[src/hw/mdu_pkg.sv]
`default_nettype none

package mdu_pkg;

    // ======================================
    // Sizes
    // ======================================
    localparam int NUM_UNITS        = 4;
    localparam int PROG_LEN         = 16;
    // Queue depth per unit, also the starting fetch credit
    localparam int INSTR_DEPTH      = 2;
    localparam int MEM_AW           = 8;
    // Spacing of unit programs in memory
    localparam int UNIT_BASE_STRIDE = 64;

    // ======================================
    // Scalar types
    // ======================================
    typedef logic [$clog2(NUM_UNITS)-1:0]     unit_idx_t;
    typedef logic [MEM_AW-1:0]                mem_addr_t;
    typedef logic [15:0]                      operand_t;
    // Holds 0 up to PROG_LEN
    typedef logic [$clog2(PROG_LEN+1)-1:0]    prog_cnt_t;
    // Holds 0 up to INSTR_DEPTH
    typedef logic [$clog2(INSTR_DEPTH+1)-1:0] credit_t;

    typedef enum logic [1:0] {
        OP_ADD   = 2'd0,
        OP_XOR   = 2'd1,
        OP_CLR   = 2'd2,
        OP_FLUSH = 2'd3
    } opcode_e;

    typedef enum logic {
        FS_IDLE = 1'b0,
        FS_RUN  = 1'b1
    } fetch_state_e;

    // ======================================
    // Structs
    // ======================================
    // Instruction word, same layout as a memory word
    typedef struct packed {
        opcode_e  op;
        operand_t operand;
    } instr_t;

    // Result tagged with its source unit
    typedef struct packed {
        unit_idx_t unit;
        operand_t  value;
    } result_t;

    // Program start of a unit
    function automatic mem_addr_t unit_base(unit_idx_t idx);
        return mem_addr_t'(UNIT_BASE_STRIDE * idx);
    endfunction

endpackage

`default_nettype wire

[src/hw/instr_fetcher.sv]
`timescale 1ns/1ps
`default_nettype none

module instr_fetcher import mdu_pkg::*; (
    input  wire logic                 clk,
    input  wire logic                 rst_n,
    input  wire logic                 start,
    input  wire logic [NUM_UNITS-1:0] instr_credit,
    output logic                      mem_rd_en,
    output mem_addr_t                 mem_rd_addr,
    input  wire instr_t               mem_rd_data,
    output logic [NUM_UNITS-1:0]      instr_valid,
    output instr_t                    instr_data,
    output logic                      fetch_done
);

    fetch_state_e         state_q;
    prog_cnt_t            rd_cnt [NUM_UNITS];
    credit_t              credit_q [NUM_UNITS];
    logic [NUM_UNITS-1:0] cnt_full;
    logic [NUM_UNITS-1:0] eligible;
    logic [NUM_UNITS-1:0] grant_oh;
    logic                 grant_vld;
    unit_idx_t            grant_idx;
    // Read in flight, word arrives next cycle
    logic                 rd_pend_q;
    unit_idx_t            rd_idx_q;

    // ======================================
    // Arbitration
    // ======================================
    // Unit may fetch with credit left and program not finished
    always_comb begin
        for (int i = 0; i < NUM_UNITS; i++) begin
            cnt_full[i] = (rd_cnt[i] == prog_cnt_t'(PROG_LEN));
            eligible[i] = (state_q == FS_RUN) && (credit_q[i] != '0) && !cnt_full[i];
        end
    end

    // Fixed priority, lowest index wins
    always_comb begin
        grant_vld = 1'b0;
        grant_idx = '0;
        for (int i = NUM_UNITS - 1; i >= 0; i--) begin
            if (eligible[i]) begin
                grant_vld = 1'b1;
                grant_idx = unit_idx_t'(i);
            end
        end
        grant_oh            = '0;
        grant_oh[grant_idx] = grant_vld;
    end

    // Memory read for the granted unit
    assign mem_rd_en   = grant_vld;
    assign mem_rd_addr = unit_base(grant_idx) + mem_addr_t'(rd_cnt[grant_idx]);

    // ======================================
    // State and counters
    // ======================================
    always_ff @(posedge clk or negedge rst_n) begin
        if (!rst_n) begin
            state_q <= FS_IDLE;
        end else if (start) begin
            state_q <= FS_RUN;
        end else if (state_q == FS_RUN && (&cnt_full)) begin
            state_q <= FS_IDLE;
        end
    end

    // Read counters restart on every start
    always_ff @(posedge clk or negedge rst_n) begin
        if (!rst_n) begin
            for (int i = 0; i < NUM_UNITS; i++) rd_cnt[i] <= '0;
        end else if (start) begin
            for (int i = 0; i < NUM_UNITS; i++) rd_cnt[i] <= '0;
        end else begin
            for (int i = 0; i < NUM_UNITS; i++) begin
                if (grant_oh[i]) rd_cnt[i] <= rd_cnt[i] + 1'b1;
            end
        end
    end

    // Read spends a credit, unit pop gives one back
    // Kept across start since it mirrors queue occupancy
    always_ff @(posedge clk or negedge rst_n) begin
        if (!rst_n) begin
            for (int i = 0; i < NUM_UNITS; i++) credit_q[i] <= credit_t'(INSTR_DEPTH);
        end else begin
            for (int i = 0; i < NUM_UNITS; i++) begin
                credit_q[i] <= credit_q[i] - credit_t'(grant_oh[i])
                                           + credit_t'(instr_credit[i]);
            end
        end
    end

    // ======================================
    // Delivery
    // ======================================
    always_ff @(posedge clk or negedge rst_n) begin
        if (!rst_n) begin
            rd_pend_q <= 1'b0;
        end else begin
            rd_pend_q <= grant_vld;
        end
    end

    always_ff @(posedge clk) begin
        rd_idx_q <= grant_idx;
    end

    // Returning word goes to the unit that asked for it
    always_comb begin
        instr_valid           = '0;
        instr_valid[rd_idx_q] = rd_pend_q;
    end

    assign instr_data = mem_rd_data;

    // All programs read and the last word handed over
    assign fetch_done = (&cnt_full) && !rd_pend_q;

endmodule

`default_nettype wire

[src/hw/mdu_array_top.sv]
`timescale 1ns/1ps
`default_nettype none

module mdu_array_top import mdu_pkg::*; (
    input  wire logic   clk,
    input  wire logic   rst_n,
    input  wire logic   start,
    output logic        mem_rd_en,
    output mem_addr_t   mem_rd_addr,
    input  wire instr_t mem_rd_data,
    output logic        res_valid,
    output result_t     res_data,
    input  wire logic   res_ready,
    output logic        done
);

    // Fetcher and unit side
    logic [NUM_UNITS-1:0] instr_valid;
    instr_t               instr_data;
    logic [NUM_UNITS-1:0] instr_credit;
    logic                 fetch_done;
    logic [NUM_UNITS-1:0] unit_idle;
    // Unit and drain side
    logic [NUM_UNITS-1:0] res_push;
    result_t              unit_res [NUM_UNITS];
    logic [NUM_UNITS-1:0] res_credit;
    logic                 drain_empty;

    // ======================================
    // Fetch
    // ======================================
    instr_fetcher u_fetcher (
        .clk          (clk),
        .rst_n        (rst_n),
        .start        (start),
        .instr_credit (instr_credit),
        .mem_rd_en    (mem_rd_en),
        .mem_rd_addr  (mem_rd_addr),
        .mem_rd_data  (mem_rd_data),
        .instr_valid  (instr_valid),
        .instr_data   (instr_data),
        .fetch_done   (fetch_done)
    );

    // ======================================
    // Units
    // ======================================
    for (genvar g = 0; g < NUM_UNITS; g++) begin : g_unit
        mdu_unit u_unit (
            .clk          (clk),
            .rst_n        (rst_n),
            .start        (start),
            .instr_valid  (instr_valid[g]),
            .instr_data   (instr_data),
            .instr_credit (instr_credit[g]),
            .res_push     (res_push[g]),
            .res_data     (unit_res[g]),
            .res_credit   (res_credit[g]),
            .unit_id      (unit_idx_t'(g)),
            .idle         (unit_idle[g])
        );
    end

    // ======================================
    // Drain
    // ======================================
    result_drain u_drain (
        .clk          (clk),
        .rst_n        (rst_n),
        .res_push     (res_push),
        .res_data     (unit_res),
        .res_credit   (res_credit),
        .res_valid    (res_valid),
        .res_data_out (res_data),
        .res_ready    (res_ready),
        .empty        (drain_empty)
    );

    // Everything fetched, executed and sent out
    // Sticky until the next start
    always_ff @(posedge clk or negedge rst_n) begin
        if (!rst_n) begin
            done <= 1'b0;
        end else if (start) begin
            done <= 1'b0;
        end else if (fetch_done && (&unit_idle) && drain_empty) begin
            done <= 1'b1;
        end
    end

endmodule

`default_nettype wire

[src/hw/mdu_unit.sv]
`timescale 1ns/1ps
`default_nettype none

module mdu_unit import mdu_pkg::*; (
    input  wire logic      clk,
    input  wire logic      rst_n,
    input  wire logic      start,
    input  wire logic      instr_valid,
    input  wire instr_t    instr_data,
    output logic           instr_credit,
    output logic           res_push,
    output result_t        res_data,
    input  wire logic      res_credit,
    input  wire unit_idx_t unit_id,
    output logic           idle
);

    // ======================================
    // Instruction queue
    // ======================================
    instr_t                         q_mem [INSTR_DEPTH];
    // Pointers wrap naturally for a power of two depth
    logic [$clog2(INSTR_DEPTH)-1:0] wr_ptr;
    logic [$clog2(INSTR_DEPTH)-1:0] rd_ptr;
    credit_t                        q_cnt;
    instr_t                         head;
    logic                           pop;
    // One slot in the drain per unit
    logic                           res_cred_q;
    operand_t                       acc_q;

    always_ff @(posedge clk) begin
        if (instr_valid) q_mem[wr_ptr] <= instr_data;
    end

    always_ff @(posedge clk or negedge rst_n) begin
        if (!rst_n) begin
            wr_ptr <= '0;
            rd_ptr <= '0;
            q_cnt  <= '0;
        end else begin
            if (instr_valid) wr_ptr <= wr_ptr + 1'b1;
            if (pop) rd_ptr <= rd_ptr + 1'b1;
            q_cnt <= q_cnt + credit_t'(instr_valid) - credit_t'(pop);
        end
    end

    assign head = q_mem[rd_ptr];

    // Flush stalls at the head until a result credit is held
    assign pop = (q_cnt != '0) && ((head.op != OP_FLUSH) || res_cred_q);

    // Each pop frees one entry at the fetcher
    assign instr_credit = pop;
    assign idle         = (q_cnt == '0);

    // ======================================
    // Datapath
    // ======================================
    always_ff @(posedge clk or negedge rst_n) begin
        if (!rst_n) begin
            acc_q <= '0;
        end else if (start) begin
            acc_q <= '0;
        end else if (pop) begin
            case (head.op)
                OP_ADD:  acc_q <= acc_q + head.operand;
                OP_XOR:  acc_q <= acc_q ^ head.operand;
                OP_CLR:  acc_q <= '0;
                // Flush leaves the accumulator alone
                default: acc_q <= acc_q;
            endcase
        end
    end

    // Result goes out in the pop cycle
    assign res_push = pop && (head.op == OP_FLUSH);
    assign res_data = '{unit: unit_id, value: acc_q};

    // Push spends the credit, drain forwarding returns it
    always_ff @(posedge clk or negedge rst_n) begin
        if (!rst_n) begin
            res_cred_q <= 1'b1;
        end else begin
            res_cred_q <= (res_cred_q && !res_push) || res_credit;
        end
    end

endmodule

`default_nettype wire

[src/hw/result_drain.sv]
`timescale 1ns/1ps
`default_nettype none

module result_drain import mdu_pkg::*; (
    input  wire logic                 clk,
    input  wire logic                 rst_n,
    input  wire logic [NUM_UNITS-1:0] res_push,
    input  wire result_t              res_data [NUM_UNITS],
    output logic [NUM_UNITS-1:0]      res_credit,
    output logic                      res_valid,
    output result_t                   res_data_out,
    input  wire logic                 res_ready,
    output logic                      empty
);

    logic [NUM_UNITS-1:0] slot_vld;
    result_t              slot_data [NUM_UNITS];
    // Next unit to look at first
    unit_idx_t            rr_ptr;
    unit_idx_t            pick_idx;
    logic                 pick_vld;
    logic                 load;
    logic                 out_vld;
    result_t              out_data;

    // ======================================
    // Per-unit slots
    // ======================================
    // Unit credit keeps push and release of one slot apart
    always_ff @(posedge clk or negedge rst_n) begin
        if (!rst_n) begin
            slot_vld <= '0;
        end else begin
            slot_vld <= (slot_vld & ~res_credit) | res_push;
        end
    end

    always_ff @(posedge clk) begin
        for (int i = 0; i < NUM_UNITS; i++) begin
            if (res_push[i]) slot_data[i] <= res_data[i];
        end
    end

    // ======================================
    // Round-robin pick
    // ======================================
    always_comb begin
        unit_idx_t cand;
        pick_vld = 1'b0;
        pick_idx = rr_ptr;
        // Walk down so the smallest offset from rr_ptr wins
        for (int k = NUM_UNITS - 1; k >= 0; k--) begin
            cand = rr_ptr + unit_idx_t'(k);
            if (slot_vld[cand]) begin
                pick_vld = 1'b1;
                pick_idx = cand;
            end
        end
    end

    // Output stage free or draining this cycle
    assign load = pick_vld && (!out_vld || res_ready);

    // Credit back to the unit whose slot moves out
    always_comb begin
        res_credit           = '0;
        res_credit[pick_idx] = load;
    end

    always_ff @(posedge clk or negedge rst_n) begin
        if (!rst_n) begin
            rr_ptr <= '0;
        end else if (load) begin
            rr_ptr <= pick_idx + 1'b1;
        end
    end

    // ======================================
    // Output stage
    // ======================================
    // Held steady while res_ready is low
    always_ff @(posedge clk or negedge rst_n) begin
        if (!rst_n) begin
            out_vld <= 1'b0;
        end else if (load) begin
            out_vld <= 1'b1;
        end else if (res_ready) begin
            out_vld <= 1'b0;
        end
    end

    always_ff @(posedge clk) begin
        if (load) out_data <= slot_data[pick_idx];
    end

    assign res_valid    = out_vld;
    assign res_data_out = out_data;
    assign empty        = !(|slot_vld) && !out_vld;

endmodule

`default_nettype wire

[config.mk]
export PLATFORM = sky130hd
export DESIGN_NAME = mdu_array_top
export DESIGN_NICKNAME = d
export VERILOG_FILES = /design/src/hw/mdu_pkg.sv /design/src/hw/instr_fetcher.sv /design/src/hw/mdu_array_top.sv /design/src/hw/mdu_unit.sv /design/src/hw/result_drain.sv
export SDC_FILE = /design/constraint.sdc
export NUM_CORES = 1
export LEC_CHECK = 0
export ABC_AREA = 1
export BUFFER_PORTS_ARGS = -buffer_cell sky130_fd_sc_hd__buf_4
export CORE_UTILIZATION = 31
export CTS_CLUSTER_SIZE = 28
export DETAILED_ROUTE_END_ITERATION = 12
export GPL_TIMING_DRIVEN = 0
export REMOVE_ABC_BUFFERS = 1
export SLEW_MARGIN = 20
export SYNTH_ARGS = -nofsm -noshare
export SYNTH_HDL_FRONTEND = slang
export SYNTH_SLANG_ARGS = --single-unit
export TNS_END_PERCENT = 10
[constraint.sdc]
create_clock -name clk -period 3.96 [get_ports clk]
set_input_delay 0.594 -clock clk [delete_from_list [all_inputs] [get_ports clk]]
set_output_delay 0.594 -clock clk [all_outputs]
set_load 0.03 [all_outputs]
# == After elaboration in Yosys (flattened, before gate mapping) ==
# Memories as Yosys holds them, arrays and structs flattened. A register that Yosys moved wholly into a read port is not among the register bits.
# Index checks and enable logic that the tools add are counted.
# W data, S select, Z words.
# word_totals
reg_bits,124
ram_bits,216
output_inout_bits,29
elab_cells,278
memories,5
# memory_table
name,depth,width,rd,rd_clocked_by_memory_dff,write_ports,line_no,source
u_drain.slot_data,4,18,1,1,4,result_drain.sv:17,result_t slot_data [NUM_UNITS];
g_unit[0].u_unit.q_mem,2,18,1,0,1,mdu_unit.sv:21,instr_t q_mem [INSTR_DEPTH];
g_unit[1].u_unit.q_mem,2,18,1,0,1,mdu_unit.sv:21,
g_unit[2].u_unit.q_mem,2,18,1,0,1,mdu_unit.sv:21,
g_unit[3].u_unit.q_mem,2,18,1,0,1,mdu_unit.sv:21,
# classes
add_sub_neg,37
magnitude_cmp,11
eq_ne,20
muxes,72
bitwise_logic,11
n_reduce_logical,87
# op_table
operator,n
$pmux W16 S3,4
$mux W16,8
$add A16 B16 Y16,4
$xor A16 B16 Y16,4
$reduce_bool A2 Y1,19
$mux W1,37
$mux W5,6
$logic_and A1 B1 Y1,29
$lt A2 B3 Y1 const B,7
$add A5 B1 Y5 const B,4
$eq A5 B5 Y1 const B,4
$mux W20,1
$add A2 B1 Y2,8
$and A4 B4 Y4,4
$eq A2 B2 Y1 const B,8
$logic_not A2 Y1,8
$mux W2,8
$reduce_bool A4 Y1,4
$sub A2 B1 Y2,8
$logic_not A1 Y1,11
$bmux W5 S2,1
$logic_or A1 B1 Y1,9
$add A1 B1 Y1 const B,8
$add A8 B5 Y8,1
other kinds (14),33

# == Longest topological paths before layout ==
# logic_depth
word_depth,15
mapped_depth,17
depth_no_buf,16

# == Hierarchy ==
# From an unflattened synthesis, not the netlist that was laid out.
# hier_totals
cells_unflattened,2139
hier_area_um2,19200.9
# modules_own_cells
module,instances,cells_each,area_each_um2
mdu_unit,4,369,3176.8
result_drain,1,376,4280.4
instr_fetcher,1,276,2145.8
mdu_array_top,1,11,67.6

# == Least setup slack after synthesis ==
# OpenSTA, ideal clock, no wires.
# synth_timing
path_type,register to output
startpoint,register u_fetcher.rd_cnt[15] (netlist name)
endpoint,output mem_rd_addr[1]
arrival_ns,2.178
required_time_ns,3.366
path_slack_ns,1.188
stages_incl_launch_ff,12
n_path_buf,1
path_cell_list,dfrtp_1 -> inv_1 -> ha_1 -> nand4_1 -> nand2_1 -> inv_1 -> nor2_4 -> inv_1 -> nand2_1 -> buf_2 -> o21ai_0 -> o21ai_0
# synth_between
elab_chain_len,9
# synth_rtl
item,line_no,source
"start, declared",instr_fetcher.sv:18,prog_cnt_t rd_cnt [NUM_UNITS];
"start signal, assigned by index",instr_fetcher.sv:79,if (grant_oh[i]) rd_cnt[i] <= rd_cnt[i] + 1'b1;
$eq A5 B5 Y1,instr_fetcher.sv:35,cnt_full[i] = (rd_cnt[i] == prog_cnt_t'(PROG_LEN));
$logic_not A1 Y1,instr_fetcher.sv:36,eligible[i] = (state_q == FS_RUN) && (credit_q[i] != '0) && !cnt_full[i];
$logic_and A1 B1 Y1,instr_fetcher.sv:36,
$mux W2,instr_fetcher.sv:45,if (eligible[i]) begin
$not A2 Y3 (implied by the code),instr_fetcher.sv:56,assign mem_rd_addr = unit_base(grant_idx) + mem_addr_t'(rd_cnt[grant_idx]);
$bmux W5 S2 (*),instr_fetcher.sv:56,
$mux W5 (implied by the code) (*) (2 in series),instr_fetcher.sv:56,
$add A8 B5 Y8 (*),instr_fetcher.sv:56,
"end, declared",mdu_array_top.sv:9,"output mem_addr_t mem_rd_addr,"
# Every way passes the cells marked *; elsewhere a longest branch is shown, timed or not. The select of a mux whose other input is x is not followed.

# == Worst setup path in the final report ==
# layout_timing
startpoint,register u_fetcher.rd_cnt[15] (netlist name)
endpoint,output mem_rd_addr[3]
# The elaborated chain is that of the path after synthesis.

==> results.sh <==
export IMPL_overflow=0
export IMPL_outcome="finished clean"
export IMPL_grt_max_degree=74
export IMPL_wl_um=44360
export IMPL_coreArea_um2=56390
export IMPL_drt_iter0_markers=1029
export IMPL_setup_tns_ns=0
export IMPL_synth_cell_area_um2=17720
export IMPL_area_growth_pct=14.00
export IMPL_viasPerCell=4.817
export IMPL_ant_nets=0
export IMPL_place_inst=2564
export IMPL_post_route_period_util_pct=89.70
export IMPL_antenna_found_initial=0
export IMPL_drive_above_1_share_pct=11.55
export IMPL_cts_path_max_buffers=3
export IMPL_gp_congestion=0.9131
export IMPL_nFillCells=5640
export IMPL_synth_edf_count=226
export IMPL_power_density_nw_per_um2=484.1
export IMPL_wl_per_cell_um=16.83
export IMPL_die_h_um=241.1
export IMPL_fin_util_pct=35.82
export IMPL_yosysWarnings=0
export IMPL_pre_cts_ws_ns=0.2933
export IMPL_ir_drop_mv=0.4145
export IMPL_vias=12693
export IMPL_port_buffer_count=49
export IMPL_arrival_ns=2.96
export IMPL_post_route_drc_count=0
export IMPL_cts_htree_levels=2
export IMPL_clk_pin_slew_ns=0.06
export IMPL_ys_flop_type="edfxtp_1"
export IMPL_grt_usage_pct=15.63
export IMPL_synth_ff_latch_count=350
export IMPL_start_util_pct=31.43
export IMPL_setup_viol=0
export IMPL_critPathMaxFanout=12
export IMPL_synth_cell_types=46
export IMPL_worstMarginPinSlew_ns=1.016
export IMPL_finalHoldViolCount=0
export IMPL_fmax_mhz=281.5
export IMPL_nets=1970
export IMPL_ioPinCount=51
export IMPL_dpl_hpwl_um=31230
export IMPL_postSynthAreaPerCell_um2=9.866
export IMPL_cts_buffers=38
export IMPL_clockRootBuffer="clkbuf_16"
export IMPL_die_area_um2=58120
export IMPL_async_flop_share_pct=34.86
export IMPL_fin_cells=2635
export IMPL_worstSetupPathType="reg2out"
export IMPL_period_needed_ns=3.552
export IMPL_grt_pass1_vias=12459
export IMPL_crit_required_ns=3.37
export IMPL_syn_instance_count=1796
export IMPL_total_power_mw=9.778
export IMPL_cts_sinks=350
export IMPL_maxSlewViolCount=0
export IMPL_cts_hold_buffers=0
export IMPL_fp_dieW_um=241.1
export IMPL_setup_slack_ns=0.4077
export IMPL_row_count=87
export IMPL_rsz0062_at_grt="no"
export IMPL_fin_skew_ns=0.02386
export IMPL_drtPass1Iterations=7
export IMPL_grt_pass1_wl_um=69430
export IMPL_relSlewSlack_pct=32.18
export IMPL_endpoint_kind="primary output"
export IMPL_hold_path_class="in2async"
export IMPL_yosysSeqAreaShare_pct=55.81
export IMPL_leakage_nw=8.857
export IMPL_cts_tree="built"
export IMPL_drv_cap=0
export IMPL_startpoint_type="register"
export IMPL_clk_latency_ns=0.56
==> power by group <==
part,total (mW),leakage (nW),switching (mW),internal (mW)
logic,2.06,4.70,1.59,0.463
registers,4.24,3.57,0.0791,4.17
clock network,3.48,0.589,1.48,2.00
total,9.78,8.86,3.15,6.63
==> kinds of logic (layout without fill, tap and decap cells) <==
group / count (synthesis) / after routing / synth area share (%)
fa+ha+maj: 100 / 100 / 7.231
buf+inv: 270 / 352 / 6.200
mux: 57 / 57 / 3.622
compound gates: 237 / 237 / 7.365
simple gates: 743 / 743 / 17.87
xor+xnor: 38 / 38 / 1.878
other cells: 1 / 2 / 0.02116
flops: 350 / 350 / 55.81
==> layout make-up <==
class / count / area (um2) / area share (%)
Clock inverter: 18 / 166.4 / 0.8238
Tap cell: 756 / 945.9 / 4.683
Antenna cell: 1 / 2.502 / 0.01239
Multi-Input combinational cell: 1176 / 6769 / 33.51
Timing Repair Buffer: 60 / 541.8 / 2.682
Inverter: 222 / 838.3 / 4.150
Sequential cell: 350 / 9891 / 48.97
Clock buffer: 52 / 1045 / 5.172
==> worst paths after layout <==
| check | startpoint | endpoint | slack, ns | cells after the start |
|---|---|---|---|---|
| setup / recovery | u_fetcher.rd_cnt[15] | mem_rd_addr[3] | 0.41 | 11 |
| hold / removal | rst_n | u_fetcher.rd_cnt[8] | 0.03 | 1 |
| hold reg to reg | g_unit[1].u_unit.acc_q[14] | u_drain.slot_data[1][14] | 0.48 | 0 |
| max in group asynchronous | rst_n | g_unit[3].u_unit.res_cred_q | 3.17 | 2 |
| setup reg to reg | g_unit[3].u_unit.rd_ptr | g_unit[3].u_unit.acc_q[3] | 0.51 | 6 |
| min in group clk | mem_rd_data[9] | g_unit[2].u_unit.q_mem[0][9] | 0.32 | 1 |
==> registers in the layout (all words and copies together) (netlist names) <==
| name | flops |
|---|---|
| g_unit.u_unit.q_mem | 144 |
| g_unit.u_unit.acc_q | 64 |
| u_drain.slot_data | 64 |
| u_fetcher.rd_cnt | 20 |
| u_drain.res_data_out | 18 |
| g_unit.u_unit.q_cnt | 8 |
| u_fetcher.credit_q | 8 |
| g_unit.u_unit.rd_ptr | 4 |
| g_unit.u_unit.res_cred_q | 4 |
| g_unit.u_unit.wr_ptr | 4 |
| u_drain.slot_vld | 4 |
| u_drain.rr_ptr | 2 |
| u_fetcher.rd_idx_q | 2 |
| done | 1 |
| u_drain.res_valid | 1 |
| u_fetcher.rd_pend_q | 1 |
| u_fetcher.state_q | 1 |
==> stage by stage <==
stage / instance area (um2) / hold slack [ns]
3_3_place_gp: 18770 / 0.4631
5_1_grt: 20200 / 0.07544
2_1_floorplan: 17460 / 0.2984
6_report: 20200 / 0.02728
4_1_cts: 20190 / 0.04462
3_5_place_dp: 18980 / 0.4703
==> placed cells by master, fill, tap and decap left out, types with 3 or more instances in the layout <==
cell | synthesis | final
nand2_1 | 395 | 395
edfxtp_1 | 226 | 226
inv_1 | 217 | 217
nand3_1 | 190 | 190
dfrtp_1 | 114 | 113
o21ai_0 | 105 | 105
ha_1 | 96 | 96
nor2_1 | 108 | 93
a21oi_1 | 83 | 83
mux2_2 | 57 | 57
buf_4 | 5 | 48
clkbuf_16 | 0 | 39
xnor2_1 | 27 | 27
nor2_2 | 3 | 18
nand4_1 | 13 | 13
nor3_1 | 13 | 13
o21ai_1 | 12 | 12
xor2_1 | 11 | 11
clkbuf_1 | 15 | 11
a22o_1 | 10 | 10
dfstp_2 | 8 | 8
buf_8 | 0 | 8
nand3b_1 | 6 | 6
a21o_1 | 6 | 6
clkinv_2 | 0 | 6
o21bai_1 | 5 | 5
o21a_1 | 5 | 5
nand2_2 | 4 | 4
nor4_1 | 4 | 4
fa_1 | 4 | 4
clkinv_1 | 0 | 4
o22ai_2 | 3 | 3
inv_2 | 3 | 3
buf_6 | 5 | 3
==> repair_timing <==
item	CTS	global route
gates resized for setup	0	1
setup buffers	0	0
endpoints found under the setup margin	0	1
==> synthesized netlist by cell type (6+ instances only) <==
library cell | number | area [um2]
a21oi_1 | 83 | 415.4
xnor2_1 | 27 | 236.5
a21o_1 | 6 | 45.04
nand2_1 | 395 | 1483
o21ai_1 | 12 | 60.06
inv_1 | 217 | 814.5
nor3_1 | 13 | 65.06
nand3_1 | 190 | 950.9
a22o_1 | 10 | 87.58
nand4_1 | 13 | 81.33
mux2_2 | 57 | 641.9
nor2_1 | 108 | 405.4
xor2_1 | 11 | 96.34
ha_1 | 96 | 1201
edfxtp_1 | 226 | 6787
clkbuf_1 | 15 | 56.30
buf_2 | 19 | 95.09
dfrtp_1 | 114 | 2853
o21ai_0 | 105 | 525.5
dfstp_2 | 8 | 210.2
nand3b_1 | 6 | 45.04
==> per-layer routing <==
metal	up-vias	global-route usage, %	wire length (um)	share of wire [%]
met5	-	0	0	0
met4	0	7.020	1816	4.1
met3	81	2.379	2075	4.7
met2	284	24.87	19930	45
met1	6146	20.99	20530	46
li1	6182	-	-	-
==> worst max-delay path: stages (launching register included) <==
cell and delay [ns]:
dfrtp_1 0.41, inv_1 0.11, ha_1 0.15, nand4_1 0.13, nand2_1 0.32, inv_1 0.17, nor2_4 0.18, inv_1 0.11
nand2_1 0.30, o21ai_0 0.11, o21ai_0 0.21, buf_4 0.20
No activity file was read; power rests on OpenSTA's default activity.
